### src/cpu_pkg.sv
`default_nettype none

package cpu_pkg;

    ////////////////////////////////////////
    // widths
    localparam int word_w   = 16;
    localparam int reg_w    = 2;
    localparam int op_w     = 4;
    localparam int fn_w     = 6;
    localparam int imm_w    = 8;
    localparam int num_regs = 1 << reg_w;

    typedef logic [word_w-1:0] word_t;
    typedef logic [reg_w-1:0]  reg_idx_t;
    typedef logic [op_w-1:0]   opcode_t;
    typedef logic [fn_w-1:0]   funct_t;
    typedef logic [imm_w-1:0]  imm_t;
    typedef logic [1:0]        fwd_sel_t;
    typedef logic [1:0]        alu_op_t;

    localparam fwd_sel_t fwd_none = 2'd0;  // register read
    localparam fwd_sel_t fwd_mem  = 2'd1;  // ex/mem alu result
    localparam fwd_sel_t fwd_wb   = 2'd2;  // write-back value

    localparam alu_op_t alu_add = 2'd0;
    localparam alu_op_t alu_sub = 2'd1;
    localparam alu_op_t alu_and = 2'd2;
    localparam alu_op_t alu_or  = 2'd3;

    ////////////////////////////////////////
    // instruction layout
    localparam int op_lo = 12;
    localparam int rs_lo = 10;
    localparam int rt_lo = 8;
    localparam int rd_lo = 6;

    localparam opcode_t op_rtype = 4'd15;
    localparam opcode_t op_adi   = 4'd4;
    localparam opcode_t op_lwd   = 4'd7;
    localparam opcode_t op_swd   = 4'd8;

    localparam funct_t fn_add = 6'd0;
    localparam funct_t fn_sub = 6'd1;
    localparam funct_t fn_and = 6'd2;
    localparam funct_t fn_orr = 6'd3;
    localparam funct_t fn_wwd = 6'd28;
    localparam funct_t fn_hlt = 6'd29;

    localparam word_t nop_inst = 16'h0000;  // unused opcode, no side effects

    function automatic opcode_t inst_opcode(word_t inst);
        return inst[op_lo +: op_w];
    endfunction

    function automatic reg_idx_t inst_rs(word_t inst);
        return inst[rs_lo +: reg_w];
    endfunction

    function automatic reg_idx_t inst_rt(word_t inst);
        return inst[rt_lo +: reg_w];
    endfunction

    function automatic reg_idx_t inst_rd(word_t inst);
        return inst[rd_lo +: reg_w];
    endfunction

    function automatic funct_t inst_funct(word_t inst);
        return inst[fn_w-1:0];
    endfunction

    function automatic imm_t inst_imm(word_t inst);
        return inst[imm_w-1:0];
    endfunction

    ////////////////////////////////////////
    // pipeline registers
    typedef struct packed {
        logic    valid;
        logic    reg_write;
        logic    mem_read;
        logic    mem_write;
        logic    wwd;
        logic    halt;
        logic    alu_src;   // b operand from immediate
        alu_op_t alu_op;
    } ctrl_t;

    typedef struct packed {
        ctrl_t    ctrl;
        reg_idx_t rs;
        reg_idx_t rt;
        reg_idx_t dest;
        word_t    a;
        word_t    b;
        word_t    imm;
    } id_ex_t;

    typedef struct packed {
        ctrl_t    ctrl;
        reg_idx_t dest;
        word_t    alu_result;
        word_t    store_data;
        word_t    wwd_value;
    } ex_mem_t;

    typedef struct packed {
        ctrl_t    ctrl;
        reg_idx_t dest;
        word_t    alu_result;
        word_t    load_data;
        word_t    wwd_value;
    } mem_wb_t;

endpackage

`default_nettype wire

### src/fetch_stage.sv
`timescale 1ns/1ps
`default_nettype none

module fetch_stage (
    input  logic           clk,
    input  logic           reset_n,
    input  logic           stall,
    input  logic           halt_seen,
    input  cpu_pkg::word_t data1,
    output logic           read_m1,
    output cpu_pkg::word_t address1,
    output cpu_pkg::word_t if_inst,
    output logic           if_valid
);
    import cpu_pkg::*;

    word_t pc;
    logic  frozen;  // set once HLT leaves ID

    assign read_m1  = ~(frozen | halt_seen);
    assign address1 = pc;

    always_ff @(posedge clk) begin
        if (reset_n) begin
            pc       <= '0;
            frozen   <= 1'b0;
            if_valid <= 1'b0;
            if_inst  <= nop_inst;
        end else if (!stall) begin  // stall holds pc and if/id
            if (halt_seen || frozen) begin
                frozen   <= 1'b1;
                if_valid <= 1'b0;
                if_inst  <= nop_inst;
            end else begin
                pc       <= pc + word_t'(1);
                if_valid <= 1'b1;
                if_inst  <= data1;
            end
        end
    end

    pc_held_on_stall: assert property (@(posedge clk) disable iff (reset_n)
        stall |=> $stable(pc));

endmodule

`default_nettype wire

### src/decode_stage.sv
`timescale 1ns/1ps
`default_nettype none

module decode_stage (
    input  logic              clk,
    input  logic              reset_n,
    input  logic              stall,
    input  cpu_pkg::word_t    if_inst,
    input  logic              if_valid,
    input  cpu_pkg::word_t    read_a,
    input  cpu_pkg::word_t    read_b,
    output cpu_pkg::reg_idx_t rs,
    output cpu_pkg::reg_idx_t rt,
    output logic              halt_seen,
    output cpu_pkg::id_ex_t   id_ex
);
    import cpu_pkg::*;

    opcode_t  op;
    funct_t   fn;
    imm_t     imm;
    word_t    imm_ext;
    ctrl_t    ctrl;
    reg_idx_t dest;

    assign op  = inst_opcode(if_inst);
    assign fn  = inst_funct(if_inst);
    assign imm = inst_imm(if_inst);
    assign rs  = inst_rs(if_inst);
    assign rt  = inst_rt(if_inst);

    assign imm_ext = {{(word_w - imm_w){imm[imm_w-1]}}, imm};

    always_comb begin
        ctrl = '0;
        dest = inst_rd(if_inst);
        if (if_valid) begin
            ctrl.valid = 1'b1;  // unknown opcodes still retire
            case (op)
                op_rtype: begin
                    case (fn)
                        fn_add: begin
                            ctrl.reg_write = 1'b1;
                            ctrl.alu_op    = alu_add;
                        end
                        fn_sub: begin
                            ctrl.reg_write = 1'b1;
                            ctrl.alu_op    = alu_sub;
                        end
                        fn_and: begin
                            ctrl.reg_write = 1'b1;
                            ctrl.alu_op    = alu_and;
                        end
                        fn_orr: begin
                            ctrl.reg_write = 1'b1;
                            ctrl.alu_op    = alu_or;
                        end
                        fn_wwd:  ctrl.wwd  = 1'b1;
                        fn_hlt:  ctrl.halt = 1'b1;
                        default: ;
                    endcase
                end
                op_adi: begin
                    ctrl.reg_write = 1'b1;
                    ctrl.alu_src   = 1'b1;
                    dest           = rt;
                end
                op_lwd: begin
                    ctrl.reg_write = 1'b1;
                    ctrl.mem_read  = 1'b1;
                    ctrl.alu_src   = 1'b1;
                    dest           = rt;
                end
                op_swd: begin
                    ctrl.mem_write = 1'b1;
                    ctrl.alu_src   = 1'b1;  // base + offset
                end
                default: ;
            endcase
        end
    end

    assign halt_seen = ctrl.halt;

    ////////////////////////////////////////
    // id/ex register
    always_ff @(posedge clk) begin
        if (reset_n) begin
            id_ex.ctrl <= '0;
        end else begin
            id_ex.ctrl <= stall ? ctrl_t'('0) : ctrl;  // bubble on load-use
        end
        id_ex.rs   <= rs;
        id_ex.rt   <= rt;
        id_ex.dest <= dest;
        id_ex.a    <= read_a;
        id_ex.b    <= read_b;
        id_ex.imm  <= imm_ext;
    end

endmodule

`default_nettype wire

### src/register_file.sv
`timescale 1ns/1ps
`default_nettype none

module register_file (
    input  logic              clk,
    input  logic              reset_n,
    input  cpu_pkg::reg_idx_t rs,
    input  cpu_pkg::reg_idx_t rt,
    input  cpu_pkg::reg_idx_t wb_dest,
    input  cpu_pkg::word_t    wb_value,
    input  logic              wb_write,
    output cpu_pkg::word_t    read_a,
    output cpu_pkg::word_t    read_b
);
    import cpu_pkg::*;

    word_t regs [num_regs];

    always_ff @(posedge clk) begin
        if (reset_n) begin
            for (int i = 0; i < num_regs; i++) begin
                regs[i] <= '0;
            end
        end else if (wb_write) begin
            regs[wb_dest] <= wb_value;
        end
    end

    // write-through so ID sees the value retiring this cycle
    assign read_a = (wb_write && wb_dest == rs) ? wb_value : regs[rs];
    assign read_b = (wb_write && wb_dest == rt) ? wb_value : regs[rt];

    // mem/wb is cleared by the first reset edge
    no_write_in_reset: assert property (@(posedge clk)
        reset_n && $past(reset_n) |-> !wb_write);

endmodule

`default_nettype wire

### src/hazard_forward.sv
`timescale 1ns/1ps
`default_nettype none

module hazard_forward (
    input  cpu_pkg::word_t    if_inst,
    input  logic              if_valid,
    input  cpu_pkg::id_ex_t   id_ex,
    input  cpu_pkg::ex_mem_t  ex_mem,
    input  cpu_pkg::mem_wb_t  mem_wb,
    output logic              stall,
    output cpu_pkg::fwd_sel_t fwd_a,
    output cpu_pkg::fwd_sel_t fwd_b
);
    import cpu_pkg::*;

    opcode_t op;
    logic    uses_rs;
    logic    uses_rt;

    function automatic fwd_sel_t pick(reg_idx_t src, ex_mem_t em, mem_wb_t mw);
        if (em.ctrl.valid && em.ctrl.reg_write && em.dest == src) begin
            return fwd_mem;  // youngest writer first
        end else if (mw.ctrl.valid && mw.ctrl.reg_write && mw.dest == src) begin
            return fwd_wb;
        end
        return fwd_none;
    endfunction

    assign op      = inst_opcode(if_inst);
    assign uses_rs = (op == op_rtype) || (op == op_adi) || (op == op_lwd) || (op == op_swd);
    assign uses_rt = (op == op_rtype) || (op == op_swd);

    // load in EX feeding the instruction in ID
    assign stall = if_valid && id_ex.ctrl.mem_read &&
                   ((uses_rs && id_ex.dest == inst_rs(if_inst)) ||
                    (uses_rt && id_ex.dest == inst_rt(if_inst)));

    assign fwd_a = pick(id_ex.rs, ex_mem, mem_wb);
    assign fwd_b = pick(id_ex.rt, ex_mem, mem_wb);

    // mem_read only reaches ID/EX with valid set
    always_comb begin
        if (stall) begin
            stall_needs_load: assert (id_ex.ctrl.valid);
        end
    end

endmodule

`default_nettype wire

### src/execute_stage.sv
`timescale 1ns/1ps
`default_nettype none

module execute_stage (
    input  logic              clk,
    input  logic              reset_n,
    input  cpu_pkg::id_ex_t   id_ex,
    input  cpu_pkg::fwd_sel_t fwd_a,
    input  cpu_pkg::fwd_sel_t fwd_b,
    input  cpu_pkg::word_t    wb_value,
    output cpu_pkg::ex_mem_t  ex_mem
);
    import cpu_pkg::*;

    word_t op_a;
    word_t op_b;
    word_t alu_b;
    word_t alu_y;

    function automatic word_t fwd_mux(fwd_sel_t sel, word_t reg_val, word_t mem_val,
                                      word_t wb_val);
        case (sel)
            fwd_mem: return mem_val;
            fwd_wb:  return wb_val;
            default: return reg_val;
        endcase
    endfunction

    assign op_a  = fwd_mux(fwd_a, id_ex.a, ex_mem.alu_result, wb_value);
    assign op_b  = fwd_mux(fwd_b, id_ex.b, ex_mem.alu_result, wb_value);
    assign alu_b = id_ex.ctrl.alu_src ? id_ex.imm : op_b;

    ////////////////////////////////////////
    // alu
    always_comb begin
        case (id_ex.ctrl.alu_op)
            alu_sub: alu_y = op_a - alu_b;
            alu_and: alu_y = op_a & alu_b;
            alu_or:  alu_y = op_a | alu_b;
            default: alu_y = op_a + alu_b;  // add, adi, address calc
        endcase
    end

    always_ff @(posedge clk) begin
        if (reset_n) begin
            ex_mem.ctrl <= '0;
        end else begin
            ex_mem.ctrl <= id_ex.ctrl;
        end
        ex_mem.dest       <= id_ex.dest;
        ex_mem.alu_result <= alu_y;
        ex_mem.store_data <= op_b;  // swd writes rt
        ex_mem.wwd_value  <= op_a;  // wwd outputs rs
    end

endmodule

`default_nettype wire

### src/memory_writeback.sv
`timescale 1ns/1ps
`default_nettype none

module memory_writeback (
    input  logic              clk,
    input  logic              reset_n,
    input  cpu_pkg::ex_mem_t  ex_mem,
    input  cpu_pkg::word_t    read_data2,
    output logic              read_m2,
    output logic              write_m2,
    output cpu_pkg::word_t    address2,
    output cpu_pkg::word_t    write_data2,
    output cpu_pkg::mem_wb_t  mem_wb,
    output cpu_pkg::reg_idx_t wb_dest,
    output cpu_pkg::word_t    wb_value,
    output logic              wb_write,
    output cpu_pkg::word_t    num_inst,
    output cpu_pkg::word_t    output_port,
    output logic              is_halted
);
    import cpu_pkg::*;

    // data port, same-cycle read data
    assign read_m2     = ex_mem.ctrl.valid & ex_mem.ctrl.mem_read;
    assign write_m2    = ex_mem.ctrl.valid & ex_mem.ctrl.mem_write;
    assign address2    = ex_mem.alu_result;
    assign write_data2 = ex_mem.store_data;

    always_ff @(posedge clk) begin
        if (reset_n) begin
            mem_wb.ctrl <= '0;
        end else begin
            mem_wb.ctrl <= ex_mem.ctrl;
        end
        mem_wb.dest       <= ex_mem.dest;
        mem_wb.alu_result <= ex_mem.alu_result;
        mem_wb.load_data  <= read_data2;
        mem_wb.wwd_value  <= ex_mem.wwd_value;
    end

    ////////////////////////////////////////
    // write-back
    assign wb_dest  = mem_wb.dest;
    assign wb_value = mem_wb.ctrl.mem_read ? mem_wb.load_data : mem_wb.alu_result;
    assign wb_write = mem_wb.ctrl.valid & mem_wb.ctrl.reg_write;

    always_ff @(posedge clk) begin
        if (reset_n) begin
            num_inst    <= '0;
            output_port <= '0;
            is_halted   <= 1'b0;
        end else if (mem_wb.ctrl.valid) begin
            num_inst <= num_inst + word_t'(1);
            if (mem_wb.ctrl.wwd) begin
                output_port <= mem_wb.wwd_value;
            end
            if (mem_wb.ctrl.halt) begin
                is_halted <= 1'b1;  // sticky until reset
            end
        end
    end

    one_data_strobe: assert property (@(posedge clk) disable iff (reset_n)
        !(read_m2 && write_m2));

endmodule

`default_nettype wire

### src/cpu.sv
`timescale 1ns/1ps
`default_nettype none

module cpu (
    input  logic           clk,
    input  logic           reset_n,
    output logic           read_m1,
    output cpu_pkg::word_t address1,
    input  cpu_pkg::word_t data1,
    output logic           read_m2,
    output logic           write_m2,
    output cpu_pkg::word_t address2,
    output cpu_pkg::word_t write_data2,
    input  cpu_pkg::word_t read_data2,
    output cpu_pkg::word_t num_inst,
    output cpu_pkg::word_t output_port,
    output logic           is_halted
);
    import cpu_pkg::*;

    // if/id
    word_t    if_inst;
    logic     if_valid;
    logic     stall;
    logic     halt_seen;

    // id
    reg_idx_t rs;
    reg_idx_t rt;
    word_t    read_a;
    word_t    read_b;

    // pipeline registers
    id_ex_t   id_ex;
    ex_mem_t  ex_mem;
    mem_wb_t  mem_wb;

    fwd_sel_t fwd_a;
    fwd_sel_t fwd_b;

    // write-back
    reg_idx_t wb_dest;
    word_t    wb_value;
    logic     wb_write;

    fetch_stage fetch_i (
        .clk       (clk),
        .reset_n   (reset_n),
        .stall     (stall),
        .halt_seen (halt_seen),
        .data1     (data1),
        .read_m1   (read_m1),
        .address1  (address1),
        .if_inst   (if_inst),
        .if_valid  (if_valid)
    );

    decode_stage decode_i (
        .clk       (clk),
        .reset_n   (reset_n),
        .stall     (stall),
        .if_inst   (if_inst),
        .if_valid  (if_valid),
        .read_a    (read_a),
        .read_b    (read_b),
        .rs        (rs),
        .rt        (rt),
        .halt_seen (halt_seen),
        .id_ex     (id_ex)
    );

    register_file regs_i (
        .clk      (clk),
        .reset_n  (reset_n),
        .rs       (rs),
        .rt       (rt),
        .wb_dest  (wb_dest),
        .wb_value (wb_value),
        .wb_write (wb_write),
        .read_a   (read_a),
        .read_b   (read_b)
    );

    hazard_forward hazard_i (
        .if_inst  (if_inst),
        .if_valid (if_valid),
        .id_ex    (id_ex),
        .ex_mem   (ex_mem),
        .mem_wb   (mem_wb),
        .stall    (stall),
        .fwd_a    (fwd_a),
        .fwd_b    (fwd_b)
    );

    execute_stage execute_i (
        .clk      (clk),
        .reset_n  (reset_n),
        .id_ex    (id_ex),
        .fwd_a    (fwd_a),
        .fwd_b    (fwd_b),
        .wb_value (wb_value),
        .ex_mem   (ex_mem)
    );

    memory_writeback mem_wb_i (
        .clk         (clk),
        .reset_n     (reset_n),
        .ex_mem      (ex_mem),
        .read_data2  (read_data2),
        .read_m2     (read_m2),
        .write_m2    (write_m2),
        .address2    (address2),
        .write_data2 (write_data2),
        .mem_wb      (mem_wb),
        .wb_dest     (wb_dest),
        .wb_value    (wb_value),
        .wb_write    (wb_write),
        .num_inst    (num_inst),
        .output_port (output_port),
        .is_halted   (is_halted)
    );

endmodule

`default_nettype wire

### config.mk
export PLATFORM = sky130hd
export DESIGN_NAME = cpu
export DESIGN_NICKNAME = d
export VERILOG_FILES = /design/src/cpu_pkg.sv /design/src/fetch_stage.sv /design/src/decode_stage.sv /design/src/register_file.sv /design/src/hazard_forward.sv /design/src/execute_stage.sv /design/src/memory_writeback.sv /design/src/cpu.sv
export SDC_FILE = /design/constraint.sdc
export NUM_CORES = 1
export LEC_CHECK = 0
export BUFFER_PORTS_ARGS = -buffer_cell sky130_fd_sc_hd__buf_4
export CAP_MARGIN = 15
export CORE_MARGIN = 2
export CORE_UTILIZATION = 45
export CTS_CLUSTER_SIZE = 25
export DETAILED_ROUTE_END_ITERATION = 7
export PLACE_DENSITY = 0.65
export REMOVE_ABC_BUFFERS = 1
export SLEW_MARGIN = 20
export SYNTH_ARGS = -nofsm -noshare
export SYNTH_HDL_FRONTEND = slang
export SYNTH_HIERARCHICAL = 1
export SYNTH_SLANG_ARGS = --single-unit
### constraint.sdc
create_clock -name clk -period 3.9 [get_ports clk]
set_input_delay 0.39 -clock clk [delete_from_list [all_inputs] [get_ports clk]]
set_output_delay 0.39 -clock clk [all_outputs]
set_load 0.005 [all_outputs]
==> impl_results.md, run 1 <==
- Worst Max-Slew Pin Slew: 0.7646 ns
- Commonest non-fill, non-tap cell in the layout: buf_4
- Tightest Hold Check Type: primary input to register
- CP max-delay cell: ha_2
- FILL cells: about 2500
- CP most frequent cell: buf_4
- Period utilisation layout: 106.2%
- Via/cell ratio: 5.262
- Antenna cells: 0
- Failing checks: negative setup slack
- Crit-path max FO: 5
- Die footprint: slightly above 30000 um2
- Hold path cells: 3
- CTS HTree Levels: 1
- CP max stage delay: slightly below 0.4 ns
- Core Region: slightly below 30000 um2
- Reg2Reg Setup Slack: -0.24 ns
- # port buffers: roughly 120
- Post-Syn Area: 13380 um2
- Psw: 2109 uW
- Critical Path RT: 4.36 ns
- Pin count of the biggest net entering global routing: 68
- WP buf/inv: 4
- Startpoint Class: register
- Finished Layout Cells: 1830
- Total grt overflow: 0
- DP Cell Count: 1749
- Logic pwr share: 17.0%
- Crit-path cells: buf_6, xor2_2, nor4_2, ha_2, buf_4, nand2_1, o21ai_1, nor2b_1, a21oi_2, ha_1, buf_4, a41oi_2, buf_4, o21bai_1, xnor2_1, ha_1, and3_1, nand3_2, a311oi_2, nor4_1, a311oi_1
- Area grow syn2layout: 23.67%
- Max_cap viols: 0
- Outcome: finished with violations
- Reg2Reg Depth: 21
- Delay-heaviest family, CP: compound AO/OA/AOI/OAI gates
- Final Cell Area: approximately 17000 um2
- Nets: between 1000 and 1500
- Setup-failing EPs final: 9
- Mean Syn Cell Area: 10.95 um2
- Sw Ratio: 26.94%
- Most frequent cells in the layout: buf_4 (247), dfxtp_1 (232), nand2_1 (106)
- Post-DP HPWL: 23.41 mm
- Routed wire length: around 33 mm
- Clk pwr share: 36.5%
- Gpl congestion: 0.8968
- Gr usage total: 20.82%
- RSZ-0062 raised after global routing: true
- Min-delay src: data1[14]
- P_leak: 0.006852 uW
- Worst EP arrival: 4.60 ns
- Clk buf depth: 3
- R2R Path End: execute_i/ex_mem[47]
- Warnings from Yosys: 6
- Sequential power share: 46.5%
- Worst Hold End: fetch_i/if_inst[14]
- CTS sink count: roughly 300
- Pins Over Slew Limit: 0
- Post-route setup slack: -0.2399 ns
- VDD IR max: between 0.3 and 0.4 mV
- Ports: 118
- CP Class: register to register
- Worst reg2reg path startpoint: decode_i/id_ex[51]
- Initial DRC Count: 611
- CTS clock-pin slew for the worst setup and hold paths: 0.07 ns
- Final Critical Period: 4.140 ns
- Overall power: 7826 uW
- Max Clk Rate: 0.2416 GHz
- Starting Density: 45.37%
- Num CTS Buffers: 30
- Post-route DRC: 0
- TritonCTS clock tree: yes
- Internal: 5717 uW
- Critical path origin: decode_i/id_ex[51]
- Detailed-router iteration count before antenna repair: 5
- TNS Setup: -1.341 ns
- First-pass GRT wire length: approximately 50 mm
- Row cnt: 63
- Relative slew slack: slightly below 50%
- Via Count: about 9600
- Root Buffer: clkbuf_16
- Ratio of cells with drive above 1 in the final layout: 30.69%
- Initial antenna violation count: 1
- Hold_ws: 0.1260 ns
- Power Density: 473.1 nW/um2
- Die H: 176.4 um
- Clk Latency, worst-skew pair: 0.55 ns
- DP Area: 15020 um2
- Crit end category: register
- Die X: 176.4 um
- Post-route ant nets: 0
- Fin. Hold Viols: 0
- Vias in the first global route: 9394
- Worst Skew: 0.009777 ns
- Wire length per cell: 18.02 um
- Post-Synthesis Cells: ~1200
-- how the worst max path moves through the flow --
stage                           end  slack [ns]  cells after the start
2_1_floorplan  execute_i/ex_mem[46]       -0.74                     17
3_3_place_gp   execute_i/ex_mem[46]       -0.41                     19
5_1_grt        execute_i/ex_mem[47]       -0.44                     21
6_report       execute_i/ex_mem[47]       -0.24                     21
3_5_place_dp   execute_i/ex_mem[46]       -0.56                     18
4_1_cts        execute_i/ex_mem[46]       -0.20                     17
-- what timing repair did --
action	4_1_cts	5_1_grt
buffers inserted	5	3
gates resized for setup	40	25
setup endpoints to repair	10	10
gates cloned	1	0
endpoints found under the hold margin	16	0
pin swaps	14	7
hold buffers	16	0
-- power groups by stage --
stage	Clock (uW)	Combinational, uW	Sequential [uW]
finish	2850	1330	3640
global route	3040	1440	3660
CTS	2910	1300	3630
detailed placement	0	1220	3690
global placement	0	1210	3690
floorplan	0	607	3600
-- layer usage --
metal  GRT usage, %  wire length, um  vias to the layer above
li1               -                -                     4696
met1          26.74            14330                     4634
met4          7.851             1062                        0
met3          2.735             1500                       70
met5              0                0                        -
met2          35.80            16090                      230
-- registers in the layout, summed over array words and instances (netlist names), 16 cells and up --
register,flops
decode_i/id_ex,55
mem_wb_i/num_inst,16
execute_i/ex_mem,56
fetch_i/if_inst,16
mem_wb_i/mem_wb,53
fetch_i/address1,16
mem_wb_i/output_port,16
regs_i/regs,64
-- worst reg2reg max path: cells and delay by family, from the launching register on --
family,cells,cell delay (ns)
buffers and inverters,4,0.59
AO/OA/AOI/OAI,6,1.03
flip-flops,1,0.33
AND/OR/NAND/NOR,6,0.90
XOR/XNOR,2,0.28
adder cells (fa/ha/maj),3,0.92
-- area by class of cell --
type	count	area, um2	share of cell area, %
inverter	28	105.1	0.6354
multi-input combinational	790	6271	37.91
timing repair buffer	269	2091	12.64
tap	390	488.0	2.950
clock buffer	39	877.1	5.303
sequential	297	6588	39.83
clock inverter	17	121.4	0.7337
-- per-stage QoR --
stage	setup WS (ns)	util, %
global placement	-0.4077	50.95
CTS	-0.2023	55.62
finish	-0.2399	56.11
detailed placement	-0.5584	50.95
global route	-0.4384	56.11
floorplan	-0.7390	-
(Power assumes the default switching activity.)
==> run 2: changes to the inputs <==
Settings changed: ABC_AREA from default to 1.
==> run 2 against run 1 <==
The run now ends clean. Sequential cell count is the same. Clock skew up 0.0034 ns. Worst setup slack gained 0.34 ns. Cell area grew 3.4%. Synthesized area grew 5.7%. Non-clock buffer count is 67 lower. Largest power group unchanged. Global-route usage is 0.71 points higher. Maximum frequency increased by 8.9%.
==> impl_results.md, run 2 <==
- Power Density: between 400 and 500 nW/um2
- Internal: 5947 uW
- Pins Over Slew Limit: 0
- Crit-path max FO: 7
- Post-DP HPWL: 25.71 mm
- Die H: roughly 180 um
- Overall power: slightly above 8000 uW
- Ports: between 100 and 150
- Post-route setup slack: slightly below 0.1 ns
- Vias in the first global route: 11342
- CP max-delay cell: dfxtp_2
- Clk pwr share: 38.5%
- Gr usage total: 21.53%
- Nets: 2013
- Max Clk Rate: roughly 0.26 GHz
- CP max stage delay: 0.32 ns
- Largest register FFs: 64
- Mean Syn Cell Area: approximately 7.8 um2
- Row cnt: 64
- Post-Synthesis Cells: 1824
- Via/cell ratio: around 5.0
- Worst EP arrival: 4.18 ns
- Clk Latency, worst-skew pair: 0.51 ns
- Routed wire length: 36.41 mm
- Root Buffer: clkbuf_16
- Die footprint: about 33000 um2
- Core Region: roughly 31000 um2
- Num CTS Buffers: 34
- Via Count: ~12000
- Detailed-router iteration count before antenna repair: 6
- Post-route ant nets: 0
- Initial DRC Count: 940
- P_leak: about 0.0080 uW
- Initial antenna violation count: 0
- Tightest Hold Check Type: primary input to register
- Startpoint Class: register
- CTS clock-pin slew for the worst setup and hold paths: roughly 0.060 ns
- Crit end category: register
- Worst Skew: 0.01317 ns
- Clk buf depth: 3
- Post-route DRC: 0
- Outcome: finished, final reports clean
- Logic pwr share: 17.4%
- Delay-heaviest family, CP: simple AND/OR/NAND/NOR gates
- Commonest non-fill, non-tap cell in the layout: nand2_1
- Sequential power share: 44.0%
- Most frequent cells in the layout: nand2_1 (499), dfxtp_1 (232), inv_1 (195)
- Biggest register: regs_i/regs
- Final Critical Period: 3.801 ns
- Die X: 181.3 um
- Total grt overflow: 0
- Relative slew slack: 27.95%
- Worst Max-Slew Pin Slew: ~1.1 ns
- Psw: between 2000 and 2500 uW
- Sw Ratio: 28.18%
- Period utilisation layout: 97.47%
- Max_cap viols: 0
- WP buf/inv: 6
- # port buffers: roughly 120
- Top flop regs: regs_i/regs (64), execute_i/ex_mem (56), decode_i/id_ex (55)
- Post-Syn Area: roughly 14000 um2
- First-pass GRT wire length: 57.75 mm
- FILL cells: between 2000 and 3000
- Antenna cells: 0
- Pin count of the biggest net entering global routing: 47
- Gpl congestion: 0.9300
- Ratio of cells with drive above 1 in the final layout: 21.10%
- RSZ-0062 raised after global routing: true
- Pre-CTS setup slack: -0.06776 ns
- VDD IR max: 0.2277 mV
- Critical Path RT: 4.27 ns
- Fin. Hold Viols: 0
- Wire length per cell: 15.35 um
- Starting Density: 45.99%
- Setup-failing EPs final: 0
- Warnings from Yosys: 6
- Area grow syn2layout: 20.90%
- CTS sink count: slightly below 300
- TritonCTS clock tree: yes
- CP Class: register to register
- CTS HTree Levels: 2
-- run 2: path summary, 6_finish.rpt --
check,from,end,slack [ns],cells past startpoint
setup / recovery,decode_i/id_ex[51],execute_i/ex_mem[46],0.1,26
hold / removal,data1[6],fetch_i/if_inst[6],0.13,3
hold reg to reg,execute_i/ex_mem[2],mem_wb_i/mem_wb[2],0.32,0
setup reg to reg,decode_i/id_ex[51],execute_i/ex_mem[46],0.1,26
-- run 2: area by class of cell --
class	instances	area (um2)	share of cell area, %
repair buffers	202	1612	9.426
inverters	211	799.5	4.677
multi-input cells	1204	6450	37.73
clock buffers	51	1059	6.191
clock inverters	11	93.84	0.5489
well taps	396	495.5	2.898
flip-flops and latches	297	6588	38.53
-- run 2: power by group through the flow --
stage	Combinational (uW)	Clock (uW)	Sequential, uW
4_1_cts	1320	3260	3640
3_5_place_dp	1290	0	3700
5_1_grt	1580	3390	3670
2_1_floorplan	746	0	3620
6_report	1440	3190	3640
3_3_place_gp	1260	0	3700
-- run 2: through the flow --
stage	hold slack (ns)	setup TNS (ns)	cells	utilization, %	cell area [um2]
5_1_grt	0.1262	-0.4643	2372	55.60	17100
6_report	0.1307	0	2372	55.60	17100
2_1_floorplan	0.3096	-0.3427	1712	-	13410
4_1_cts	0.1255	0	2355	53.71	16520
3_3_place_gp	0.3100	0	2277	49.40	15190
3_5_place_dp	0.3121	-0.1081	2277	49.40	15190
-- run 2: worst register-to-register path, stage by stage (launching register included) --
cell and delay (ns):
dfxtp_2 0.32, inv_2 0.05, nand2_2 0.06, nand3_2 0.08
nor3b_4 0.25, nor2_2 0.08, buf_4 0.14, ha_4 0.29
inv_6 0.05, buf_6 0.13, buf_8 0.13, nand2_4 0.05
nand3_2 0.06, nand2_2 0.10, nand2_1 0.05, nor2_1 0.12
nand2_2 0.12, o31ai_4 0.30, xor2_2 0.29, ha_4 0.26
a21oi_2 0.11, inv_1 0.06, nand3_1 0.07, nand4_1 0.11
or2_4 0.27, nand3_2 0.05, o21ai_1 0.07
-- run 2: what timing repair did --
action	4_1_cts	5_1_grt
hold endpoints to repair	16	0
hold buffers	16	0
cloned	0	0
endpoints found under the setup margin	4	10
gates resized for setup	5	114
setup buffers	0	17
pin swaps	1	55
-- run 2: routing by layer --
layer,wire length [um],share of wire [%],track usage [%]
met1,15670,43,27.82
met2,17780,49,37.03
met3,1966,5.4,2.842
met4,988,2.7,7.480
met5,0,0,0
